$ cat src/core_pkg.sv
`default_nettype none

package core_pkg;

    localparam int RW        = 16;
    localparam int I_SIZE    = 32;
    localparam int REGNO     = 8;
    localparam int REGNO_LOG = 3;

    typedef enum logic [3:0] {
        NOP, ADD, ADC, SUB, AND, OR, XOR, MOV, ALUI, LD, ST, JMP
    } opcode_t;

    typedef enum logic [2:0] {
        ALU_ADD, ALU_SUB, ALU_AND, ALU_OR, ALU_XOR, ALU_MOV
    } alu_mode_t;

    typedef enum logic [1:0] {
        ALWAYS, ZERO, NZERO, CARRY
    } jump_cond_t;

    // Low instruction half
    // Opcode always in the top nibble
    typedef union packed {
        struct packed {
            opcode_t               opcode;
            logic [REGNO_LOG-1:0]  rd;
            logic [REGNO_LOG-1:0]  rs;
            alu_mode_t             mode;
            logic [2:0]            spare;
        } rform;
        struct packed {
            opcode_t               opcode;
            jump_cond_t            cond;
            logic [9:0]            spare;
        } jform;
    } instr_lo_t;

    typedef struct packed {
        logic [REGNO_LOG-1:0]  l_reg_sel;
        logic [REGNO_LOG-1:0]  r_reg_sel;
        logic                  r_bus_imm;
        alu_mode_t             alu_mode;
        logic                  carry_en;
        logic                  flags_ie;
        logic [REGNO-1:0]      rf_ie;
        logic                  jump_en;
        jump_cond_t            jump_cond;
        logic                  mem_access;
        logic                  mem_we;
        // bit 0 left operand, bit 1 right operand
        logic [1:0]            used_operands;
    } decode_ctrl_t;

endpackage

`default_nettype wire
$ cat src/pipe_if.sv
`default_nettype none

interface de_if;
    import core_pkg::*;

    logic          submit;
    logic          ready;
    decode_ctrl_t  ctrl;
    logic [RW-1:0] imm;
    logic [RW-1:0] pc;

    modport decode (
        output submit, ctrl, imm, pc,
        input  ready
    );

    modport execute (
        input  submit, ctrl, imm, pc,
        output ready
    );
endinterface

interface ew_if;
    import core_pkg::*;

    logic             submit;
    logic             ready;
    logic [RW-1:0]    data;
    logic [RW-1:0]    addr;
    logic [REGNO-1:0] reg_ie;
    logic             mem_access;
    logic             mem_we;

    modport execute (
        output submit, data, addr, reg_ie, mem_access, mem_we,
        input  ready
    );

    modport memwb (
        input  submit, data, addr, reg_ie, mem_access, mem_we,
        output ready
    );
endinterface

`default_nettype wire

$ cat src/core.sv
`default_nettype none

module core #(
    parameter logic [core_pkg::RW-1:0] RESET_PC = '0
) (
    input  logic                        i_clk,
    input  logic                        i_reset,
    output logic [core_pkg::RW-1:0]     o_req_addr,
    output logic                        o_req_submit,
    input  logic [core_pkg::I_SIZE-1:0] i_req_data,
    input  logic                        i_req_data_valid,
    output logic [core_pkg::RW-1:0]     o_mem_addr,
    output logic [core_pkg::RW-1:0]     o_mem_data,
    input  logic [core_pkg::RW-1:0]     i_mem_data,
    output logic                        o_mem_req,
    output logic                        o_mem_we,
    input  logic                        i_mem_ack,
    output logic [core_pkg::RW-1:0]     o_dbg_pc,
    output logic [core_pkg::RW-1:0]     o_dbg_r0
);
    import core_pkg::*;

    logic              fd_submit;
    logic              fd_ready;
    logic [I_SIZE-1:0] fd_instr;
    logic [RW-1:0]     fd_pc;
    logic              flush;
    logic [RW-1:0]     jump_pc;
    logic [REGNO-1:0]  wb_reg_ie;
    logic [RW-1:0]     wb_data;

    de_if de ();
    ew_if ew ();

    fetch #(.RESET_PC(RESET_PC)) fetch (
        .i_clk(i_clk), .i_reset(i_reset),
        .o_req_addr(o_req_addr), .o_req_submit(o_req_submit),
        .i_req_data(i_req_data), .i_req_data_valid(i_req_data_valid),
        .i_next_ready(fd_ready), .o_submit(fd_submit), .o_instr(fd_instr), .o_pc(fd_pc),
        .i_flush(flush), .i_jump_pc(jump_pc)
    );

    decode decode (
        .i_clk(i_clk), .i_reset(i_reset),
        .i_submit(fd_submit), .o_ready(fd_ready), .i_instr(fd_instr), .i_pc(fd_pc),
        .i_flush(flush), .de(de.decode)
    );

    execute execute (
        .i_clk(i_clk), .i_reset(i_reset), .de(de.execute), .ew(ew.execute),
        .i_wb_reg_ie(wb_reg_ie), .i_wb_data(wb_data),
        .o_flush(flush), .o_jump_pc(jump_pc), .o_dbg_pc(o_dbg_pc), .o_dbg_r0(o_dbg_r0)
    );

    memwb memwb (
        .i_clk(i_clk), .i_reset(i_reset), .ew(ew.memwb),
        .o_wb_reg_ie(wb_reg_ie), .o_wb_data(wb_data),
        .o_mem_req(o_mem_req), .o_mem_addr(o_mem_addr), .o_mem_data(o_mem_data),
        .o_mem_we(o_mem_we), .i_mem_data(i_mem_data), .i_mem_ack(i_mem_ack)
    );

endmodule

`default_nettype wire

$ cat src/memwb.sv
`default_nettype none

module memwb (
    input  logic                       i_clk,
    input  logic                       i_reset,
    ew_if.memwb                        ew,
    output logic [core_pkg::REGNO-1:0] o_wb_reg_ie,
    output logic [core_pkg::RW-1:0]    o_wb_data,
    output logic                       o_mem_req,
    output logic [core_pkg::RW-1:0]    o_mem_addr,
    output logic [core_pkg::RW-1:0]    o_mem_data,
    output logic                       o_mem_we,
    input  logic [core_pkg::RW-1:0]    i_mem_data,
    input  logic                       i_mem_ack
);
    import core_pkg::*;

    logic             full;
    logic             done;
    logic             mem_access;
    logic [REGNO-1:0] reg_ie;
    logic [RW-1:0]    data;
    logic             take;
    logic             leaving;
    logic             acked;

    assign leaving     = full & (~mem_access | done);
    assign ew.ready    = ~full | leaving;
    assign take        = ew.submit & ew.ready;
    assign acked       = o_mem_req & i_mem_ack;
    assign o_wb_reg_ie = leaving ? reg_ie : '0;
    assign o_wb_data   = data;
    assign o_mem_data  = data;

    always_ff @(posedge i_clk) begin
        if (i_reset) begin
            full      <= 1'b0;
            done      <= 1'b0;
            o_mem_req <= 1'b0;
            o_mem_we  <= 1'b0;
        end else if (take) begin
            full      <= 1'b1;
            done      <= 1'b0;
            o_mem_req <= ew.mem_access;
            o_mem_we  <= ew.mem_access & ew.mem_we;
        end else begin
            if (leaving) begin
                full <= 1'b0;
            end
            if (acked) begin
                o_mem_req <= 1'b0;
                o_mem_we  <= 1'b0;
                done      <= 1'b1;
            end
        end
    end

    always_ff @(posedge i_clk) begin
        if (take) begin
            data       <= ew.data;
            o_mem_addr <= ew.addr;
            reg_ie     <= ew.reg_ie;
            mem_access <= ew.mem_access;
        end else if (acked && !o_mem_we) begin
            // Load result, written back next cycle
            data <= i_mem_data;
        end
    end

endmodule

`default_nettype wire

$ cat src/execute.sv
`default_nettype none

module execute (
    input  logic                       i_clk,
    input  logic                       i_reset,
    de_if.execute                      de,
    ew_if.execute                      ew,
    input  logic [core_pkg::REGNO-1:0] i_wb_reg_ie,
    input  logic [core_pkg::RW-1:0]    i_wb_data,
    output logic                       o_flush,
    output logic [core_pkg::RW-1:0]    o_jump_pc,
    output logic [core_pkg::RW-1:0]    o_dbg_pc,
    output logic [core_pkg::RW-1:0]    o_dbg_r0
);
    import core_pkg::*;

    logic [RW-1:0]    regs [REGNO];
    logic             flag_z;
    logic             flag_c;
    logic [REGNO-1:0] pending;
    logic [REGNO-1:0] read_mask;
    logic             hazard;
    logic             accept;
    logic [RW-1:0]    l_val;
    logic [RW-1:0]    r_val;
    logic [RW-1:0]    r_op;
    logic [RW-1:0]    alu_res;
    logic             alu_c;
    logic             cond_ok;
    logic             jump_taken;

    assign l_val    = regs[de.ctrl.l_reg_sel];
    assign r_val    = regs[de.ctrl.r_reg_sel];
    assign r_op     = de.ctrl.r_bus_imm ? de.imm : r_val;
    assign o_dbg_r0 = regs[0];

    // Registers with a write still in flight
    // Destination included to avoid WAW
    always_comb begin
        read_mask = '0;
        if (de.ctrl.used_operands[0]) begin
            read_mask[de.ctrl.l_reg_sel] = 1'b1;
        end
        if (de.ctrl.used_operands[1]) begin
            read_mask[de.ctrl.r_reg_sel] = 1'b1;
        end
    end

    assign hazard   = |(pending & (read_mask | de.ctrl.rf_ie));
    assign de.ready = ~o_flush & ~hazard & (~ew.submit | ew.ready);
    assign accept   = de.submit & de.ready;

    always_comb begin
        alu_c   = 1'b0;
        alu_res = r_op;
        case (de.ctrl.alu_mode)
            ALU_ADD: {alu_c, alu_res} = {1'b0, l_val} + {1'b0, r_op}
                                      + {{RW{1'b0}}, de.ctrl.carry_en & flag_c};
            // Carry set on borrow
            ALU_SUB: {alu_c, alu_res} = {1'b0, l_val} - {1'b0, r_op};
            ALU_AND: alu_res = l_val & r_op;
            ALU_OR:  alu_res = l_val | r_op;
            ALU_XOR: alu_res = l_val ^ r_op;
            default: alu_res = r_op;
        endcase
    end

    always_comb begin
        case (de.ctrl.jump_cond)
            ALWAYS:  cond_ok = 1'b1;
            ZERO:    cond_ok = flag_z;
            NZERO:   cond_ok = ~flag_z;
            default: cond_ok = flag_c;
        endcase
    end

    assign jump_taken = accept & de.ctrl.jump_en & cond_ok;

    always_ff @(posedge i_clk) begin
        if (i_reset) begin
            regs <= '{default: '0};
        end else begin
            for (int i = 0; i < REGNO; i++) begin
                if (i_wb_reg_ie[i]) begin
                    regs[i] <= i_wb_data;
                end
            end
        end
    end

    always_ff @(posedge i_clk) begin
        if (i_reset) begin
            flag_z    <= 1'b0;
            flag_c    <= 1'b0;
            pending   <= '0;
            o_flush   <= 1'b0;
            o_dbg_pc  <= '0;
            ew.submit <= 1'b0;
        end else begin
            pending <= (pending & ~i_wb_reg_ie) | (accept ? de.ctrl.rf_ie : '0);
            o_flush <= jump_taken;
            if (accept && de.ctrl.flags_ie) begin
                flag_z <= (alu_res == '0);
                flag_c <= alu_c;
            end
            if (accept) begin
                o_dbg_pc  <= de.pc;
                // Jumps and nops end here
                ew.submit <= |de.ctrl.rf_ie | de.ctrl.mem_access;
            end else if (ew.ready) begin
                ew.submit <= 1'b0;
            end
        end
    end

    always_ff @(posedge i_clk) begin
        if (accept) begin
            ew.data       <= de.ctrl.mem_we ? r_val : alu_res;
            ew.addr       <= alu_res;
            ew.reg_ie     <= de.ctrl.rf_ie;
            ew.mem_access <= de.ctrl.mem_access;
            ew.mem_we     <= de.ctrl.mem_we;
        end
        if (jump_taken) begin
            o_jump_pc <= de.imm;
        end
    end

endmodule

`default_nettype wire

$ cat src/decode.sv
`default_nettype none

module decode (
    input  logic                        i_clk,
    input  logic                        i_reset,
    input  logic                        i_submit,
    output logic                        o_ready,
    input  logic [core_pkg::I_SIZE-1:0] i_instr,
    input  logic [core_pkg::RW-1:0]     i_pc,
    input  logic                        i_flush,
    de_if.decode                        de
);
    import core_pkg::*;

    instr_lo_t    lo;
    decode_ctrl_t nxt;
    logic         take;

    assign lo      = i_instr[15:0];
    assign o_ready = ~i_flush & (~de.submit | de.ready);
    assign take    = i_submit & o_ready;

    always_comb begin
        nxt = '0;
        case (lo.rform.opcode)
            ADD, ADC, SUB, AND, OR, XOR: begin
                nxt.l_reg_sel     = lo.rform.rd;
                nxt.r_reg_sel     = lo.rform.rs;
                nxt.carry_en      = (lo.rform.opcode == ADC);
                nxt.flags_ie      = 1'b1;
                nxt.rf_ie         = REGNO'(1) << lo.rform.rd;
                nxt.used_operands = 2'b11;
                case (lo.rform.opcode)
                    SUB:     nxt.alu_mode = ALU_SUB;
                    AND:     nxt.alu_mode = ALU_AND;
                    OR:      nxt.alu_mode = ALU_OR;
                    XOR:     nxt.alu_mode = ALU_XOR;
                    default: nxt.alu_mode = ALU_ADD;
                endcase
            end
            MOV: begin
                nxt.r_reg_sel     = lo.rform.rs;
                nxt.alu_mode      = ALU_MOV;
                nxt.rf_ie         = REGNO'(1) << lo.rform.rd;
                nxt.used_operands = 2'b10;
            end
            ALUI: begin
                nxt.l_reg_sel     = lo.rform.rd;
                nxt.r_bus_imm     = 1'b1;
                nxt.alu_mode      = lo.rform.mode;
                nxt.flags_ie      = (lo.rform.mode != ALU_MOV);
                nxt.rf_ie         = REGNO'(1) << lo.rform.rd;
                nxt.used_operands = (lo.rform.mode == ALU_MOV) ? 2'b00 : 2'b01;
            end
            LD, ST: begin
                // Address is rs plus immediate
                // Store data comes from rd
                nxt.l_reg_sel     = lo.rform.rs;
                nxt.r_reg_sel     = lo.rform.rd;
                nxt.r_bus_imm     = 1'b1;
                nxt.alu_mode      = ALU_ADD;
                nxt.mem_access    = 1'b1;
                nxt.mem_we        = (lo.rform.opcode == ST);
                nxt.rf_ie         = (lo.rform.opcode == LD) ? REGNO'(1) << lo.rform.rd : '0;
                nxt.used_operands = (lo.rform.opcode == ST) ? 2'b11 : 2'b01;
            end
            JMP: begin
                nxt.jump_en   = 1'b1;
                nxt.jump_cond = lo.jform.cond;
            end
            default: nxt = '0;
        endcase
    end

    always_ff @(posedge i_clk) begin
        if (i_reset) begin
            de.submit <= 1'b0;
        end else if (i_flush) begin
            de.submit <= 1'b0;
        end else if (take) begin
            de.submit <= 1'b1;
        end else if (de.ready) begin
            de.submit <= 1'b0;
        end
    end

    always_ff @(posedge i_clk) begin
        if (take) begin
            de.ctrl <= nxt;
            de.imm  <= i_instr[I_SIZE-1:16];
            de.pc   <= i_pc;
        end
    end

endmodule

`default_nettype wire

$ cat src/fetch.sv
`default_nettype none

module fetch #(
    parameter logic [core_pkg::RW-1:0] RESET_PC = '0
) (
    input  logic                        i_clk,
    input  logic                        i_reset,
    output logic [core_pkg::RW-1:0]     o_req_addr,
    output logic                        o_req_submit,
    input  logic [core_pkg::I_SIZE-1:0] i_req_data,
    input  logic                        i_req_data_valid,
    input  logic                        i_next_ready,
    output logic                        o_submit,
    output logic [core_pkg::I_SIZE-1:0] o_instr,
    output logic [core_pkg::RW-1:0]     o_pc,
    input  logic                        i_flush,
    input  logic [core_pkg::RW-1:0]     i_jump_pc
);
    import core_pkg::*;

    typedef enum logic [1:0] {S_IDLE, S_WAIT, S_HOLD} fetch_state_t;

    fetch_state_t  state;
    logic [RW-1:0] pc;
    logic          drop;
    logic          issue;
    logic          capture;

    assign issue   = ~i_flush & ((state == S_IDLE) | ((state == S_HOLD) & i_next_ready));
    assign capture = ~i_flush & (state == S_WAIT) & i_req_data_valid & ~drop;
    assign o_submit = (state == S_HOLD);

    always_ff @(posedge i_clk) begin
        if (i_reset) begin
            state        <= S_IDLE;
            pc           <= RESET_PC;
            drop         <= 1'b0;
            o_req_submit <= 1'b0;
        end else begin
            o_req_submit <= issue;
            if (i_flush) begin
                pc <= i_jump_pc;
                // Response still on its way
                // Thrown away when it lands
                if ((state == S_WAIT) && !i_req_data_valid) begin
                    drop <= 1'b1;
                end else begin
                    drop  <= 1'b0;
                    state <= S_IDLE;
                end
            end else if (issue) begin
                state <= S_WAIT;
            end else if ((state == S_WAIT) && i_req_data_valid) begin
                drop <= 1'b0;
                if (drop) begin
                    state <= S_IDLE;
                end else begin
                    state <= S_HOLD;
                    pc    <= pc + RW'(1);
                end
            end
        end
    end

    always_ff @(posedge i_clk) begin
        if (issue) begin
            o_req_addr <= pc;
        end
        if (capture) begin
            o_instr <= i_req_data;
            o_pc    <= pc;
        end
    end

endmodule

`default_nettype wire

$ cat config.mk
export PLATFORM = sky130hd
export DESIGN_NAME = core
export DESIGN_NICKNAME = d
export VERILOG_FILES = /design/src/core_pkg.sv /design/src/pipe_if.sv /design/src/core.sv /design/src/memwb.sv /design/src/execute.sv /design/src/decode.sv /design/src/fetch.sv
export SDC_FILE = /design/constraint.sdc
export NUM_CORES = 1
export LEC_CHECK = 0
export ABC_AREA = 1
export BUFFER_PORTS_ARGS = -buffer_cell sky130_fd_sc_hd__buf_2
export CORE_MARGIN = 4
export CORE_UTILIZATION = 52
export DETAILED_ROUTE_END_ITERATION = 12
export PLACE_DENSITY = 0.85
export SYNTH_ARGS = -nofsm -noshare
export SYNTH_HDL_FRONTEND = slang
export SYNTH_SLANG_ARGS = --single-unit
$ cat constraint.sdc
create_clock -name i_clk -period 4.6 [get_ports i_clk]
set_input_delay 0.69 -clock i_clk [delete_from_list [all_inputs] [get_ports i_clk]]
set_output_delay 0.69 -clock i_clk [all_outputs]
set_load 0.1 [all_outputs]
==> implementation parameters <==
Parameter                              Value

STA
  Final hold slack ... 0.291 ns
  Largest clock skew in the final design ... 0.0214 ns
  Count of final hold-check violations ... 0
  Slew Viols, Final ... 0
  Finish-stage setup viols ... 0
  Slew @ Worst Pin ... 1.15 ns
  Share of the clock period used by the worst path ... between 90% and 100%
  Fmax ... between 200 and 250 MHz
  Total negative setup slack ... 0 ns
  Worst max-slew margin expressed relative to the limit ... 23.2%
  RSZ-0062 raised after global routing ... false
  Post-route setup slack ... 0.397 ns
  Clock period minus worst slack ... 4.20 ns

Critical path
  Kind of capture point of the worst setup path ... flop
  Critical path data required time ... 5.08 ns
  Worst path slowest cell ... nor2_4
  Crit path kind ... reg -> reg
  Max incr delay on CP ... 0.56 ns
  Flop2flop setup slack ... 0.40 ns
  Worst-path cell chain ... inv_1 > nor2_4 > nand3_1 > nand2_1 > inv_1 > nand2_1 > nand2_1 > nand2_1 > inv_1 > ha_1 > nor2_1 > nand2_1 > nand2_1 > nand2_1 > nand2_1 > nand2_1 > nand3_1 > nand3_1 > nor2_1 > nand2_1 > nor2_1 > nand3_1 > a21oi_2
  Critical Path Source Type ... flop
  Reg2Reg Launch Point ... decode.de.ctrl[23]
  Worst R2R Path Depth ... 23
  Max FO, Critical Path ... 18
  Worst reg2reg endpoint ... execute.flag_z
  Crit-path most repeated cell ... nand2_1
  Arrival time of the worst setup path ... 4.68 ns

Clocking
  Sink Count ... 400
  H-Tree Depth ... 2
  Clock latency on the worst-skew pair ... 0.57 ns
  Clock tree from TritonCTS ... done
  Post-CTS resize count ... 0
  Clock buffer depth ... 3
  Clk pin slew, worst setup/hold paths ... 0.07 ns
  Total CTS buffers ... between 40 and 50
  Post-cts hold buffer count ... 0
  Post-CTS Setup Repair Bufs ... 0
  Root buffer selected by CTS ... clkbuf_16

Synth
  Top cells by area, synth ... edfxtp_1 (33%), dfxtp_1 (18%), nand2_1 (9.6%)
  Distinct cells, synth ... 50
  Share of synthesized registers carrying an async set or reset ... 0%
  Synth Net Count ... between 2000 and 2500
  Cell type with the largest total area after synthesis ... edfxtp_1
  Primary flip-flop cell chosen by synthesis mapping ... edfxtp_1
  Fraction of post-synthesis cell area in the top cell type by area ... 33.5%
  Sequential fraction of the synthesis area ... between 50% and 60%
  Average footprint of a synthesized cell ... roughly 8.5 um2
  Cells after synthesis ... 2315
  Yosys reg bits ... 400
  Number of flops mapped to enable cells by yosys ... 219
  Post-synthesis instance area ... 0.0196 mm2
  Synth warnings ... 0

Global routing
  Maximum number of pins on one net before global-route repair ... 111
  First-pass GRT wire length ... between 80000 and 90000 um
  Overall track demand over capacity in global routing ... 27.0%
  Overflow left after global routing ... 0
  Via count of the first global-routing pass ... 16400
  Antenna violations before repair ... 0

Placement
  Placer Congestion ... just under 1
  Estimated wirelength of the detail-placed design ... between 30000 and 40000 um
  Buffers added on ports ... about 130
  Post-placement worst setup slack ... approximately 0.54 ns

Hold path
  Tightest Hold Check Type ... in -> reg
  Worst Min Path Start ... i_req_data[27]
  Hold Crit Endpoint ... fetch.o_instr[27]
  Cell depth of the worst min-delay path ... 1

Layout
  Share of final-layout standard cells stronger than drive strength 1 ... 11.8%
  Final-layout fill cell count ... 3146
  Area used by sequential logic in the layout ... 0.0102 mm2
  Commonest cells after routing, fill and taps aside ... nand2_1 (502), inv_1 (266), a21oi_1 (229)
  Net total in the final layout ... 2500
  Area overhead of the layout relative to synthesis ... 11.7%
  Commonest non-fill, non-tap cell in the layout ... nand2_1
  Utilization after layout ... 59.3%
  Footprint of the multi-input gates ... 0.00774 mm2
  Total inserted antenna cells ... 0

Drt
  Post-Route WL ... ~57000 um
  Vias per Instance ... roughly 5.8
  Router iterations before antenna repair ... 6
  Remaining number of nets flagged by the antenna check after routing ... 0
  Initial drt markers ... between 2000 and 2500
  Wire length per cell after detailed routing ... 19.5 um
  Vias ... 17100
  Total DRC errors in the routed layout ... 0

Power
  Highest ir drop seen on vdd ... 358 uV
  Power Dens Cells ... 348 mW/mm2
  Reported leakage power ... 8.74 nW

Die
  Horizontal die dimension ... just over 200 um
  Starting utilization of the core area ... 53.1%
  Number of I/O pins ... approximately 140
  Overall die height ... around 200 um
  DIE AREA ... between 0.04 and 0.05 mm2
  Number of rows created at floorplan ... 70
  Area of the placeable core ... 0.0370 mm2

Job
  Count of maximum capacitance violations ... 0

Status
  Result of the run ... finished, final reports clean
[cell families after synthesis]
logic type | share of synthesized area, %
xor gates and xnor gates | 0.401
and+or+nand+nor | 18.7
adders and majority gates | 3.68
buffers and inverters | 8.76
DFF | 51.9
AOI/OAI and AO/OA | 16.5
muxes | 0.0510
[area by class of cell]
cell class / count / area share, %
sequential: 400 / 46.5
multi-input combinational: 1504 / 35.3
clock buffer: 63 / 5.48
inverter: 277 / 4.75
timing repair buffer: 167 / 4.51
tap: 504 / 2.88
clock inverter: 14 / 0.593
[synthesized netlist by cell type (2+ instances only)]
cell type and n:
nand2_1 502, inv_1 267, a21oi_1 229, edfxtp_1 219, o21ai_0 199, dfxtp_1 181, nand3_1 164, nor2_1 105
clkbuf_1 78, o211ai_1 68, ha_1 53, nand4_1 33, o21ai_1 28, buf_4 25, nor3_1 22, buf_2 16
o22ai_1 12, nor2_2 11, o21ai_2 11, inv_2 9, buf_6 8, a221oi_1 6, a31oi_1 6, or2_2 6
o211ai_2 5, xnor2_1 5, a211oi_1 4, a21oi_2 4, buf_1 4, xor2_1 4, and2_1 3, clkbuf_2 3
fa_1 3, nand2_2 2, nand3b_1 2, nor2_4 2, nor4_1 2, o21bai_1 2
[critical path: cells and delay by family, from the launching register on]
family / cells / cell delay (ns)
DFF: 1 / 0.42
buffers and inverters: 3 / 0.21
adders and majority gates: 1 / 0.39
AOI/OAI and AO/OA: 1 / 0.13
and+or+nand+nor: 18 / 2.94
[how the worst max path moves through the flow]
stage	start	to	slack [ns]	cells after the start
global route	decode.de.ctrl[21]	execute.flag_z	0.16	21
floorplan	i_req_data_valid	fetch.o_instr[10]	0.17	2
global placement	decode.de.ctrl[21]	execute.flag_z	0.62	21
CTS	decode.de.ctrl[22]	execute.flag_z	0.49	22
finish	decode.de.ctrl[23]	execute.flag_z	0.40	23
detailed placement	decode.de.ctrl[22]	execute.flag_z	0.54	22
[through the flow]
stage | cell area (um2) | power [mW] | std cells
after floorplan | 19600 | 4.28 | 2315
after global placement | 20600 | 4.41 | 2852
after detailed placement | 20600 | 4.42 | 2852
after CTS | 21900 | 7.65 | 2929
after global routing | 21900 | 7.87 | 2929
final | 21900 | 7.63 | 2929
[state kept, by name, summed over array words and instances, names as in the netlist, 2 cells and up]
register,cells
execute.regs,112
fetch.o_instr,29
decode.de.ctrl,27
decode.de.imm,16
decode.de.pc,16
execute.ew.addr,16
execute.ew.data,16
execute.o_dbg_pc,16
execute.o_dbg_r0,16
execute.o_jump_pc,16
fetch.o_pc,16
fetch.o_req_addr,16
fetch.pc,16
memwb.o_mem_addr,16
memwb.o_mem_data,16
execute.ew.reg_ie,8
execute.pending,8
memwb.reg_ie,8
fetch.state,2
[routing by layer]
layer / vias up / global-route usage [%] / wire [um]
li1: 7968 / - / -
met1: 7966 / 34.6 / 21800
met2: 970 / 45.0 / 27100
met3: 190 / 4.67 / 5520
met4: 0 / 12.6 / 2680
met5: - / 0 / 0
[power by group]
group | leakage, nW | switching (mW) | internal [mW]
Clock | 0.650 | 1.40 | 1.88
Combinational | 4.58 | 0.380 | 0.118
Sequential | 3.50 | 0.0373 | 3.82
Total | 8.74 | 1.81 | 5.82
Power figures use the tool's default switching activity.
